**src/rtl/lsu_pkg.sv**
```systemverilog
package lsu_pkg;

    localparam int DATA_W = 32;

    // load format
    typedef struct packed {
        logic [11:0] imm;
        logic [4:0]  rs1;
        logic [2:0]  funct3;
        logic [4:0]  rd;
        logic [6:0]  opcode;
    } i_fmt_t;

    // store format, immediate split around the register fields
    typedef struct packed {
        logic [6:0] imm_hi;
        logic [4:0] rs2;
        logic [4:0] rs1;
        logic [2:0] funct3;
        logic [4:0] imm_lo;
        logic [6:0] opcode;
    } s_fmt_t;

    typedef union packed {
        i_fmt_t i;
        s_fmt_t s;
    } instr_t;

    localparam logic [6:0] OPC_LOAD  = 7'b0000011;
    localparam logic [6:0] OPC_STORE = 7'b0100011;

    localparam logic [2:0] F3_LB  = 3'b000;
    localparam logic [2:0] F3_LH  = 3'b001;
    localparam logic [2:0] F3_LW  = 3'b010;
    localparam logic [2:0] F3_LBU = 3'b100;
    localparam logic [2:0] F3_LHU = 3'b101;
    localparam logic [2:0] F3_SB  = 3'b000;
    localparam logic [2:0] F3_SH  = 3'b001;
    localparam logic [2:0] F3_SW  = 3'b010;

    // same as funct3[1:0]
    typedef enum logic [1:0] {
        SIZE_BYTE = 2'b00,
        SIZE_HALF = 2'b01,
        SIZE_WORD = 2'b10
    } mem_size_t;

    localparam logic [4:0] REG_INSTR  = 5'h00;
    localparam logic [4:0] REG_BASE   = 5'h04;
    localparam logic [4:0] REG_WDATA  = 5'h08;
    localparam logic [4:0] REG_RESULT = 5'h0C;
    localparam logic [4:0] REG_STATUS = 5'h10;

endpackage

```
**src/rtl/lsu_decoder.sv**
```systemverilog
`timescale 1ns/1ps

module lsu_decoder #(
    parameter int ADDR_W = 10
) (
    input  logic                         launch,
    input  lsu_pkg::instr_t              instr,
    input  logic [lsu_pkg::DATA_W-1:0]   base,
    output logic [ADDR_W-1:0]            byte_address,
    output logic                         write_enable,
    output lsu_pkg::mem_size_t           mem_size,
    output logic                         mem_sign,
    output logic                         load_ok,
    output logic                         misaligned,
    output logic                         illegal
);

    logic                       is_load;
    logic                       is_store;
    logic [2:0]                 funct3;
    logic [11:0]                imm;
    logic [lsu_pkg::DATA_W-1:0] eff_addr;
    logic                       funct3_ok;

    assign is_load  = (instr.i.opcode == lsu_pkg::OPC_LOAD);
    assign is_store = (instr.s.opcode == lsu_pkg::OPC_STORE);

    // funct3 sits in the same bits in both views
    assign funct3 = instr.i.funct3;
    assign imm    = is_store ? {instr.s.imm_hi, instr.s.imm_lo} : instr.i.imm;

    assign eff_addr     = base + {{(lsu_pkg::DATA_W - 12){imm[11]}}, imm};
    assign byte_address = eff_addr[ADDR_W-1:0];

    always_comb begin
        funct3_ok = 1'b0;
        if (is_load) begin
            case (funct3)
                lsu_pkg::F3_LB,
                lsu_pkg::F3_LH,
                lsu_pkg::F3_LW,
                lsu_pkg::F3_LBU,
                lsu_pkg::F3_LHU: funct3_ok = 1'b1;
                default:         funct3_ok = 1'b0;
            endcase
        end else if (is_store) begin
            case (funct3)
                lsu_pkg::F3_SB,
                lsu_pkg::F3_SH,
                lsu_pkg::F3_SW: funct3_ok = 1'b1;
                default:        funct3_ok = 1'b0;
            endcase
        end
    end

    assign illegal  = !funct3_ok;
    assign mem_size = lsu_pkg::mem_size_t'(funct3[1:0]);
    // bit 2 marks the unsigned loads
    assign mem_sign = !funct3[2];

    always_comb begin
        misaligned = 1'b0;
        if (!illegal) begin
            case (mem_size)
                lsu_pkg::SIZE_HALF: misaligned = byte_address[0];
                lsu_pkg::SIZE_WORD: misaligned = (byte_address[1:0] != 2'b00);
                default:            misaligned = 1'b0;
            endcase
        end
    end

    // faulty accesses never reach memory or result
    assign write_enable = launch && is_store && !illegal && !misaligned;
    assign load_ok      = is_load && !illegal && !misaligned;

endmodule

```
**config.mk**
```make
export PLATFORM = sky130hd
export DESIGN_NAME = lsu_decoder
export DESIGN_NICKNAME = d
export VERILOG_FILES = /design/src/rtl/lsu_pkg.sv /design/src/rtl/lsu_decoder.sv
export SDC_FILE = /design/constraint.sdc
export NUM_CORES = 1
export LEC_CHECK = 0
export CORE_MARGIN = 2
export CORE_UTILIZATION = 39
export DETAILED_ROUTE_END_ITERATION = 8
export DONT_BUFFER_PORTS = 1
export PLACE_DENSITY = 0.66
export SLEW_MARGIN = 20
export SYNTH_ARGS = -nofsm -noshare
export SYNTH_HDL_FRONTEND = slang
export SYNTH_SLANG_ARGS = --single-unit
```
**constraint.sdc**
```tcl
create_clock -name vclk -period 2.5
set_input_delay 0.125 -clock vclk [all_inputs]
set_output_delay 0.125 -clock vclk [all_outputs]
set_load 0.005 [all_outputs]
```
# [Word-level counts from Yosys, hierarchy flattened]
# Cells that the tools add are included.
# Widths: inputs -> output; s select.
[op_classes] addsub=1 mul=0 n_div=0 n_lt_le_gt_ge=0 eq_ne=8 shift=0 mux=7 bitwise_logic=0 n_reduce_logical=12
[op_table] operator="$add 10x10->10" count=1
[op_table] operator="$eq 7x2->1 const B" count=1
[op_table] operator="$eq 7x6->1 const B" count=1
[op_table] operator="$eq 3x3->1 const B" count=2
[op_table] operator="$logic_and 1x1->1" count=5
[op_table] operator="$mux 1" count=5
[op_table] operator="$mux 5" count=1
[op_table] operator="$reduce_or 5->1" count=1
[op_table] operator="$eq 3x1->1 const B" count=1
[op_table] operator="$eq 3x2->1 const B" count=1
[op_table] operator="$logic_not 1->1" count=3
[op_table] operator="$logic_not 3->1" count=1
[op_table] operator="$reduce_or 3->1" count=1
[op_table] operator="$eq 2x1->1 const B" count=1
[op_table] operator="$eq 2x2->1 const B" count=1
[op_table] operator="$pmux 1 s2" count=1
[op_table] operator="$reduce_bool 2->1" count=1
[totals] reg_bits=0 latch_bits=0 mem_bits_rw=0 mem_bits_ro=0 out_inout_bits=17 mem_count=0

# [Depth between registers and ports, before layout]
[depth] depth_word=8 mapped_depth=8

# [Least setup slack after synthesis]
# No wires, ideal clock.
[synth_path] path_type="input port to output port" from="input port instr[3] (netlist bit)" to="output port byte_address[7]" arrival_time_ps=2362 slack_ps=13 path_stages=8 path_buffers=0 cell_sequence="nor4_1 nand4_1 mux2_2 ha_1 a21o_1 a221o_1 a2111oi_0 nand3b_1"
[synth_via] elab_chain_cells=3
[synth_rtl] item="start: declaration" line_no="lsu_decoder.sv:7" source="input lsu_pkg::instr_t instr,"
[synth_rtl] item="$eq 7x6->1" line_no="lsu_decoder.sv:26" source="assign is_store = (instr.s.opcode == lsu_pkg::OPC_STORE);"
[synth_rtl] item="$mux 5" line_no="lsu_decoder.sv:30" source="assign imm = is_store ? {instr.s.imm_hi, instr.s.imm_lo} : instr.i.imm;"
[synth_rtl] item="$add 10x10->10" line_no="lsu_decoder.sv:32" source="assign eff_addr = base + {{(lsu_pkg::DATA_W - 12){imm[11]}}, imm};"
[synth_rtl] item="end: declaration" line_no="lsu_decoder.sv:9" source="output logic [ADDR_W-1:0] byte_address,"
# Every way passes these cells.

# [Final worst setup path]
[layout_path] from="input port instr[6] (netlist bit)" to="output port byte_address[7]"
# The elaborated chain is that of the path after synthesis.

==> results.cfg <==
[hold_path]
hold_path.class = input port to primary output
min_from = instr[12]

[setup_path]
startpoint_type = input port
endpoint_kind = primary output
cp_slowest_stage_delay_ns = 0.34
slowest_stage = sky130_fd_sc_hd__a221o_1
crit_path_buffers_inverters = 1
timing.critical_path.required_ns = 2.38
critPathKind = input port to primary output
maximum_fanout_encountered_on_the_critical_timing_path = 5
path_cells = nor4_4, nand4_1, buf_6, mux2_2, ha_4, a21o_1, a221o_1, a2111oi_2, nand3b_1
timing.critical_path.arrival_ns = 2.25
path_delay_family = compound AO/OA/AOI/OAI gates
crit_path_start = instr[6]

[sta]
finalWorstPathRequiredPeriod_ns = 2.373
worst_pin_slew_ns = 0.2615
max_slew_margin_pct = 82.53
worst_hold_slack_after_final_layout_ns = 0.2501
finalCritPeriodShare_pct = 94.91
rsz_0062_raised_after_global_routing = yes
max_freq_ghz = 0.4214
final-hold-violation-count = 0
finalMaxSlewViolations = 0
worst_slack_setup_final_ns = 0.1271
finalSetupViolCount = 0

[grt]
pin_count_of_the_biggest_net_entering_global_routing = 8
grt-ovfl-total = 0
first_global_vias = 545
grt_pass1_wl_mm = 2.339
antenna_found_initial = 0
grt_util_all_layers_pct = 15.15

[power]
p_leak_nw = 0.3308
pwr_density_cell_nw_per_um2 = 215.4
ir_worst_vdd_v = 0.0001021

[routing]
drt_first_pass_iters = 4
drtAntennaViolNets = 0
routed_wirelength_mm = 1.427
drt_drc_violations_left = 0
num_vias = 600
via_per_inst = 6.250
detailedRoute.firstIterationViolations = 8
route.detailed.wl_per_inst_microns = 14.86

[place]
gpl.final_weighted_congestion = 0.6878
place.detailed.instances = 96
preCtsSetupSlack_ns = -0.1474
place_hpwl_mm = 1.185
placement.io_buffers = 0

[synth]
syn-instance-count = 75
synth.net_count = 154
yosysTopAreaCell = sky130_fd_sc_hd__ha_1
most_instantiated_cells_after_synthesis = sky130_fd_sc_hd__ha_1, sky130_fd_sc_hd__a21o_1, sky130_fd_sc_hd__xnor2_1
syn_avg_cell_area_sq_um = 8.108
syn_area_sq_um = 608.1
ys_warn_count = 0
ys_types = 27
synth_top_area_share_pct = 28.81
cell_with_the_most_instances_after_synthesis = sky130_fd_sc_hd__ha_1
synth_area_leaders = sky130_fd_sc_hd__ha_1, sky130_fd_sc_hd__mux2_2, sky130_fd_sc_hd__xnor2_1, sky130_fd_sc_hd__a21o_1, sky130_fd_sc_hd__nand4_1
yosysSeqAreaShare_pct = 0

[floorplan]
design.die.area_sq_um = 1891
io_pins = 82
core.rowCount = 14
die_height_microns = 43.49
starting_density_of_the_core_pct = 40.84
coreArea_sq_um = 1489
die_x_microns = 43.49

[final_layout]
layoutNonFillerInstCount = 96
clock_buffers = 0
post_route_cells_drive_above_1_share_pct = 26.25
final-seq-area_sq_um = 0
finalNetCount = 161
syn_to_final_growth_pct = 23.46
antenna-diode-count = 0
flops_and_latches = 0
layout.core_utilization_pct = 50.42

[cts]
cts.repair_timing.setup_buffer_count = 0

[status]
outcome = completed

[job]
maxCapViolCount = 0
==> through the flow <==
stage	instance area [sq um]	setup TNS, ns	power (mW)
after floorplan	608.1	0	0.1147
after global placement	665.6	-0.1179	0.1412
after detailed placement	665.6	-0.2765	0.1460
after CTS	705.7	0	0.1555
after global routing	750.7	-0.03142	0.1828
final	750.7	0	0.1617
==> cell usage in the layout (no fill, tap or decap), drive strengths merged <==
master	n
o211ai	1
nor2b	1
a21bo	1
and3	2
a21oi	3
nor4	1
a221o	2
nor3b	2
nand3b	1
xor2	2
inv	5
o21ai	2
nand3	2
a211o	1
a2bb2oi	1
nand2	3
nand4	4
nor2	2
ha	14
buf	7
a21o	6
a2111oi	2
xnor2	6
mux2	5
a221oi	2
nor3	2
==> metal layers <==
layer / global-route usage, % / up-vias / wire length, microns
met3: 2.917 / 0 / 162
met1: 18.75 / 272 / 611
met2: 28.66 / 29 / 653
met5: 0 / - / 0
li1: - / 299 / -
met4: 0 / 0 / 0
==> power breakdown <==
part	total [mW]	internal [mW]	switching (mW)
clock network	0	0	0
logic	0.162	0.0828	0.0789
registers	0	0	0
==> layout make-up <==
cell class | instances | area (sq um)
fillers | 148 | 738.2
repair buffers | 7 | 56.30
multi-input cells | 68 | 655.6
well taps | 16 | 20.02
inverters | 5 | 18.77
==> worst paths after layout <==
path / endpoint / slack [ns] / cells after the start
min: mem_size[0] / 0.25 / 0
max: byte_address[7] / 0.13 / 9
==> cells by family after synthesis <==
| logic type | Yosys count | synth area share (%) |
|---|---|---|
| adders and majority gates | 14 | 28.81 |
| AOI/OAI and AO/OA | 21 | 26.34 |
| buffers and inverters | 7 | 5.555 |
| muxes | 5 | 9.259 |
| xor gates and xnor gates | 8 | 11.52 |
| and+or+nand+nor | 20 | 18.52 |
==> repair_timing <==
item / CTS / global route
endpoints found under the setup margin: 2 / 3
pin swaps: 1 / 7
gates resized for setup: 7 / 5
hold buffers: 0 / 0
(Power assumes the default switching activity.)
