`src/rtl/lsu_pkg.sv`:
```
package lsu_pkg;

    localparam int DATA_W = 32;

    // load format
    typedef struct packed {
        logic [11:0] imm;
        logic [4:0]  rs1;
        logic [2:0]  funct3;
        logic [4:0]  rd;
        logic [6:0]  opcode;
    } i_fmt_t;

    // store format, immediate split around the register fields
    typedef struct packed {
        logic [6:0] imm_hi;
        logic [4:0] rs2;
        logic [4:0] rs1;
        logic [2:0] funct3;
        logic [4:0] imm_lo;
        logic [6:0] opcode;
    } s_fmt_t;

    typedef union packed {
        i_fmt_t i;
        s_fmt_t s;
    } instr_t;

    localparam logic [6:0] OPC_LOAD  = 7'b0000011;
    localparam logic [6:0] OPC_STORE = 7'b0100011;

    localparam logic [2:0] F3_LB  = 3'b000;
    localparam logic [2:0] F3_LH  = 3'b001;
    localparam logic [2:0] F3_LW  = 3'b010;
    localparam logic [2:0] F3_LBU = 3'b100;
    localparam logic [2:0] F3_LHU = 3'b101;
    localparam logic [2:0] F3_SB  = 3'b000;
    localparam logic [2:0] F3_SH  = 3'b001;
    localparam logic [2:0] F3_SW  = 3'b010;

    // same as funct3[1:0]
    typedef enum logic [1:0] {
        SIZE_BYTE = 2'b00,
        SIZE_HALF = 2'b01,
        SIZE_WORD = 2'b10
    } mem_size_t;

    localparam logic [4:0] REG_INSTR  = 5'h00;
    localparam logic [4:0] REG_BASE   = 5'h04;
    localparam logic [4:0] REG_WDATA  = 5'h08;
    localparam logic [4:0] REG_RESULT = 5'h0C;
    localparam logic [4:0] REG_STATUS = 5'h10;

endpackage

```
`src/rtl/lsu_apb_regs.sv`:
```
`timescale 1ns/1ps

module lsu_apb_regs (
    input  logic                       clk,
    input  logic                       rst,
    input  logic [4:0]                 paddr,
    input  logic                       psel,
    input  logic                       penable,
    input  logic                       pwrite,
    input  logic [lsu_pkg::DATA_W-1:0] pwdata,
    output logic [lsu_pkg::DATA_W-1:0] prdata,
    output logic                       pready,
    output logic                       pslverr,
    output logic                       launch,
    output lsu_pkg::instr_t            instr,
    output logic [lsu_pkg::DATA_W-1:0] base,
    output logic [lsu_pkg::DATA_W-1:0] wdata,
    input  logic                       load_ok,
    input  logic                       misaligned,
    input  logic                       illegal,
    input  logic [lsu_pkg::DATA_W-1:0] read_data
);

    logic                       access;
    logic                       instr_wr;
    logic                       map_err;
    logic [lsu_pkg::DATA_W-1:0] result;
    logic [1:0]                 status;

    assign access   = psel && penable;
    assign instr_wr = access && pwrite && (paddr == lsu_pkg::REG_INSTR);

    // instruction write holds pready low for its first access cycle
    assign pready  = access && (!instr_wr || launch);
    assign pslverr = pready && (instr_wr ? (misaligned || illegal) : map_err);

    always_comb begin
        prdata  = '0;
        map_err = 1'b0;
        case (paddr)
            lsu_pkg::REG_INSTR: begin
                map_err = !pwrite;
            end
            lsu_pkg::REG_BASE: begin
                prdata = base;
            end
            lsu_pkg::REG_WDATA: begin
                prdata = wdata;
            end
            lsu_pkg::REG_RESULT: begin
                prdata  = result;
                map_err = pwrite;
            end
            lsu_pkg::REG_STATUS: begin
                prdata  = {{(lsu_pkg::DATA_W - 2){1'b0}}, status};
                map_err = pwrite;
            end
            default: begin
                map_err = 1'b1;
            end
        endcase
    end

    always_ff @(posedge clk) begin
        if (rst) begin
            launch <= 1'b0;
            base   <= '0;
            wdata  <= '0;
            result <= '0;
            status <= '0;
        end else begin
            // one cycle pulse, runs the access in the second access cycle
            launch <= instr_wr && !launch;
            if (access && pwrite && (paddr == lsu_pkg::REG_BASE)) begin
                base <= pwdata;
            end
            if (access && pwrite && (paddr == lsu_pkg::REG_WDATA)) begin
                wdata <= pwdata;
            end
            if (launch) begin
                status <= {illegal, misaligned};
                if (load_ok) begin
                    result <= read_data;
                end
            end
        end
    end

    always_ff @(posedge clk) begin
        if (instr_wr && !launch) begin
            instr <= pwdata;
        end
    end

endmodule

```
`config.mk`:
```
export PLATFORM = sky130hd
export DESIGN_NAME = lsu_apb_regs
export DESIGN_NICKNAME = d
export VERILOG_FILES = /design/src/rtl/lsu_pkg.sv /design/src/rtl/lsu_apb_regs.sv
export SDC_FILE = /design/constraint.sdc
export NUM_CORES = 1
export LEC_CHECK = 0
export BUFFER_PORTS_ARGS = -buffer_cell sky130_fd_sc_hd__buf_2
export CAP_MARGIN = 20
export CELL_PAD_IN_SITES_DETAIL_PLACEMENT = 0
export CELL_PAD_IN_SITES_GLOBAL_PLACEMENT = 1
export CORE_ASPECT_RATIO = 2
export CORE_MARGIN = 2
export CORE_UTILIZATION = 37
export DETAILED_ROUTE_END_ITERATION = 6
export PLACE_DENSITY_LB_ADDON = 0.1
export SYNTH_ARGS = -nofsm -noshare
export SYNTH_HDL_FRONTEND = slang
export SYNTH_SLANG_ARGS = --single-unit
```
`constraint.sdc`:
```
create_clock -name clk -period 3.9 [get_ports clk]
set_input_delay 0 -clock clk [delete_from_list [all_inputs] [get_ports clk]]
set_output_delay 0 -clock clk [all_outputs]
set_load 0.05 [all_outputs]
```
; ---- After elaboration in Yosys (flattened, before gate mapping)
; Cells that the tools add are included.
[totals]
reg_bits = 131
wordCells = 30
[op_classes]
n_eq_ne = 4
n_mux = 3
n_reduce_logical = 17
[ops]
columns = cell, count
row1 = 32-bit one-hot mux with 4 select lines, 1
row2 = "5-bit by 4-bit == test with 1-bit output, second input constant", 2
row3 = 1-bit logical AND, 8
row4 = "5-bit by 3-bit == test with 1-bit output, second input constant", 1
row5 = "5-bit == test, second input constant", 1
row6 = 5-bit zero test, 1
row7 = 2-bit OR reduction, 2
row8 = 1-bit zero test, 3
row9 = 1-bit one-hot mux with 3 select lines, 1
row10 = 1-bit logical OR, 2
row11 = 2-bit AND reduction, 1
row12 = 1-bit two-way mux, 1

; ---- Depth between registers and ports, before layout
[depth]
depth_word = 7
depth_mapped = 7
ltp_nobuf = 3

; ---- Worst setup path after synthesis
; No wires, ideal clock.
[synth_timing]
path_type = register to register
start = register launch
end = register instr[0] (netlist bit) (enable)
setup_time_ns = 0.461
arrival_ns = 2.985
t_required_ns = 3.439
slack_ns = 0.454
path_stages_with_launch = 3
n_path_buf = 1
period_less_slack_ns = 3.446
cell_sequence = dfxtp_1 > clkbuf_1 > nor3_1
[synth_between]
elab_chain_len = 2
[synth_lines]
columns = element, line
row1 = from (decl), lsu_apb_regs.sv:14  ; output logic launch,
row2 = from (signal assigned), lsu_apb_regs.sv:73  ; launch <= instr_wr && !launch;
row3 = 1-bit zero test, lsu_apb_regs.sv:90  ; if (instr_wr && !launch) begin
row4 = 1-bit logical AND, lsu_apb_regs.sv:90
row5 = to (signal assigned), lsu_apb_regs.sv:91  ; instr <= pwdata;
row6 = to (decl), lsu_apb_regs.sv:15  ; output lsu_pkg::instr_t instr,
; Every way passes these cells.
; A chain may end at the register's enable or synchronous reset.

; ---- Worst setup path in the final report
[layout_timing]
start = input paddr[2]
end = output pslverr
[layout_between]
elab_chain_len = 6
word_cells_on_any_way = 14
classes_between = eq/ne: 4 / mux: 2 / reduce/logical: 8
[layout_lines]
columns = element, line
row1 = from (decl), lsu_apb_regs.sv:6  ; input logic [4:0] paddr,
row2 = "parallel branches: the longest is 5 deep, another holds 5-bit == test", n/a
row3 = 1-bit logical AND *, lsu_apb_regs.sv:35  ; assign pslverr = pready && (instr_wr ? (misaligned || illegal) : map_err);
row4 = to (decl), lsu_apb_regs.sv:13  ; output logic pslverr,
; Mark *: on every way between the ends.

==> impl_metrics.env <==
export IMPL_globalRouteOverflowTotal=0
export IMPL_area_growth_pct=41.23
export IMPL_via_count=5550
export IMPL_cts_tree="built"
export IMPL_hold_slack_ns=0.1727
export IMPL_post_route_min_period_ns=2.232
export IMPL_antenna_violating_nets_post_route=0
export IMPL_status="finished clean"
export IMPL_drt_pass1_iter_count=5
export IMPL_count_of_endpoints_failing_setup_in_the_final_report=0
export IMPL_cp_required_ns=3.90
export IMPL_slew_viol_final=0
export IMPL_synth_fp_nets=687
export IMPL_post_synth_top_count_cell="dfxtp_1"
export IMPL_route_detailed_vias_per_inst=5.206
export IMPL_finalSetupTns_ns=0
export IMPL_clock_sinks=131
export IMPL_largest_area_contributor_in_the_synthesized_netlist="dfxtp_1"
export IMPL_critical_path_max_stage_delay_ns=0.99
export IMPL_path_delay_family="simple AND/OR/NAND/NOR gates"
export IMPL_global_route_wire_length_before_repair_microns=30530
export IMPL_cap_violations=0
export IMPL_postSynth_asyncResetShare=0
export IMPL_postRouteWirelength_microns=19710
export IMPL_placementRows=64
export IMPL_seq_area_frac_synth=0.5077
export IMPL_final_nets=932
export IMPL_yosys_warnings=0
export IMPL_finalWeightedCongestion=0.8840
export IMPL_cp_start_kind="input port"
export IMPL_placement_io_buffers=207
export IMPL_cp_num_cells=5
export IMPL_crit_buf_inv=2
export IMPL_worstPathCellList="buf_2, nor2b_4, o21ai_0, o2111a_1, buf_2"
export IMPL_critical_path_arrival_ns=2.23
export IMPL_layout_cell_share_with_drive_strength_beyond_1=0.3283
export IMPL_powerDensity_nw_per_um2=389.0
export IMPL_crit_path_end_kind="output port"
export IMPL_dp_final_hpwl_microns=12960
export IMPL_final_period_utilization=0.5724
export IMPL_worst_hold_path_num_cells=5
export IMPL_cts_root_buf="clkbuf_16"
export IMPL_worst_r2r_cell_count=4
export IMPL_crit_type="input port to output port"
export IMPL_netlist_instances=610
export IMPL_synth_top_cells_by_count="99 x dfxtp_1, 67 x nand2_1, 64 x a21oi_1, 64 x nand2b_1, 47 x clkbuf_1"
export IMPL_drt_wirelength_per_cell_microns=18.48
export IMPL_synth_top_cells_by_area="dfxtp_1 34%, edfxtp_1 17%, nand2b_1 6.9%, mux2i_1 5.9%, mux2_2 5.8%"
export IMPL_core_outline_area_sq_um=15290
export IMPL_syn_cell_area_sq_um=5797
export IMPL_grt_setup_unrepaired="false"
export IMPL_number_of_levels_the_h_tree_was_split_into=4
export IMPL_n_antenna_cell=0
export IMPL_skew_ns=0.007749
export IMPL_chipHeight_microns=181.0
export IMPL_synth_ff_latch_count=131
export IMPL_drt_iter0_markers=268
export IMPL_worst_skew_pair_late_latency_ns=0.41
export IMPL_first_global_vias=5615
export IMPL_timing_critical_path_fanout_max=35
export IMPL_synthesis_area_per_instance_sq_um=9.503
export IMPL_clock_transition_at_the_register_clock_pins_on_the_worst_setup_and_hold_paths_after_cts_ns=0.06
export IMPL_dominantRegCellSynth="dfxtp_1"
export IMPL_design_power_total_mw=3.185
export IMPL_slowest_stage="nor2b_4"
export IMPL_power_leakage_nw=3.331
export IMPL_clock_tree_buffer_depth=2
export IMPL_grt_use_total=0.2354
export IMPL_clock_fmax_mhz=447.9
export IMPL_grt_start_max_net_pins=108
export IMPL_worst_slew_margin_rel=0.3051
export IMPL_chipWidth_microns=92.51
export IMPL_crit_path_frequent_cell="buf_2"
export IMPL_floorplan_die_area_sq_um=16740
export IMPL_synth_edff_count=32
export IMPL_synth_cell_type_count=32
export IMPL_proportion_of_netlist_area_held_by_the_largest_area_contributor=0.3419
export IMPL_drc_errors=0
export IMPL_power_ir_vdd_worst_uv=294.2
export IMPL_report_final_hold_viol_count=0
export IMPL_tightestPinTransition_ns=1.040
export IMPL_ioPinCount=208
export IMPL_grt_antenna_before_repair=0
export IMPL_cts_inserted_buffers=17
export IMPL_hold_path_class="input port to flop"
export IMPL_starting_density_of_the_core=0.3790
==> stage by stage <==
| stage | utilization | cell area, sq um | worst slack [ns] | cells |
|---|---|---|---|---|
| global route | 0.5353 | 8187 | 1.549 | 1066 |
| detailed placement | 0.4535 | 6935 | 1.714 | 966 |
| global placement | 0.4525 | 6920 | 1.800 | 965 |
| floorplan | - | 5797 | 0.4542 | 610 |
| finish | 0.5353 | 8187 | 1.668 | 1066 |
| CTS | 0.5353 | 8187 | 1.704 | 1066 |
==> what timing repair did <==
item | CTS | global route
gates resized for setup | 0 | 0
hold buffers | 68 | 0
buffers inserted | 0 | 0
hold endpoints to repair | 131 | 0
==> path summary, 6_finish.rpt <==
path,start,to,slack [ns]
hold reg to reg,result[31]$_SDFFE_PP0P_,result[31]$_SDFFE_PP0P_,0.45
hold / removal,load_ok,result[9]$_SDFFE_PP0P_,0.17
setup reg to reg,launch$_SDFF_PP0_,result[26]$_SDFFE_PP0P_,2.10
setup / recovery,paddr[2],pslverr,1.67
==> worst min-delay path, cell delays in order <==
cell     delay [ns]
buf_2          0.08
nand2_1        0.05
buf_4          0.24
nand2_1        0.11
a21oi_1        0.05
==> state kept, by name, summed over array words and instances, names as in the netlist <==
| signal | count |
|---|---|
| launch | 1 |
| base | 32 |
| instr | 32 |
| result | 32 |
| status | 2 |
| wdata | 32 |
==> kinds of logic after synthesis <==
| family | Yosys count | share of synthesized area |
|---|---|---|
| buf+inv | 60 | 0.04490 |
| mux | 64 | 0.1170 |
| xor+xnor | 1 | 0.001511 |
| simple gates | 224 | 0.2022 |
| flops | 131 | 0.5077 |
| compound gates | 130 | 0.1267 |
==> final cells by class <==
class                           count  area [sq um]
Fill cell                        1444          7108
Clock buffer                       21         460.4
Multi-Input combinational cell    419          2616
Clock inverter                     11         110.1
Tap cell                          198         247.7
Timing Repair Buffer              286          1809
Sequential cell                   131          2943
==> power by group <==
group	switching, mW	internal (mW)	total [mW]	leakage (nW)
Combinational	0.133	0.106	0.239	1.96
Clock	0.585	0.966	1.55	0.282
Sequential	0.00192	1.39	1.40	1.08
Total	0.720	2.46	3.18	3.33
==> placed cells by master, fill, tap and decap left out, types with 2 or more instances in the layout <==
cell / netlist / routed
nand4_1: 36 / 36
a21oi_1: 64 / 64
mux2_2: 30 / 30
o21ai_1: 6 / 6
or3_1: 2 / 2
clkbuf_8: 0 / 2
nand2_1: 67 / 67
clkinv_2: 0 / 7
clkbuf_16: 0 / 17
buf_4: 1 / 11
nand2b_1: 64 / 64
bufinv_16: 0 / 2
buf_2: 7 / 206
o21ai_0: 28 / 28
nand4b_1: 3 / 3
nor2_1: 35 / 35
nor2b_4: 0 / 2
a22oi_1: 30 / 30
clkbuf_1: 47 / 2
edfxtp_1: 32 / 32
dlygate4sd3_1: 0 / 68
nand3_1: 5 / 5
dfxtp_1: 99 / 99
mux2i_1: 34 / 34
clkinvlp_4: 0 / 2
==> per-layer routing <==
layer	vias up	share of wire	global-route usage
met5	-	0	0
met2	219	0.53	0.4257
met3	25	0.060	0.04295
met4	0	0.019	0.08716
met1	2666	0.39	0.2710
li1	2640	-	-
(Power assumes the default switching activity.)
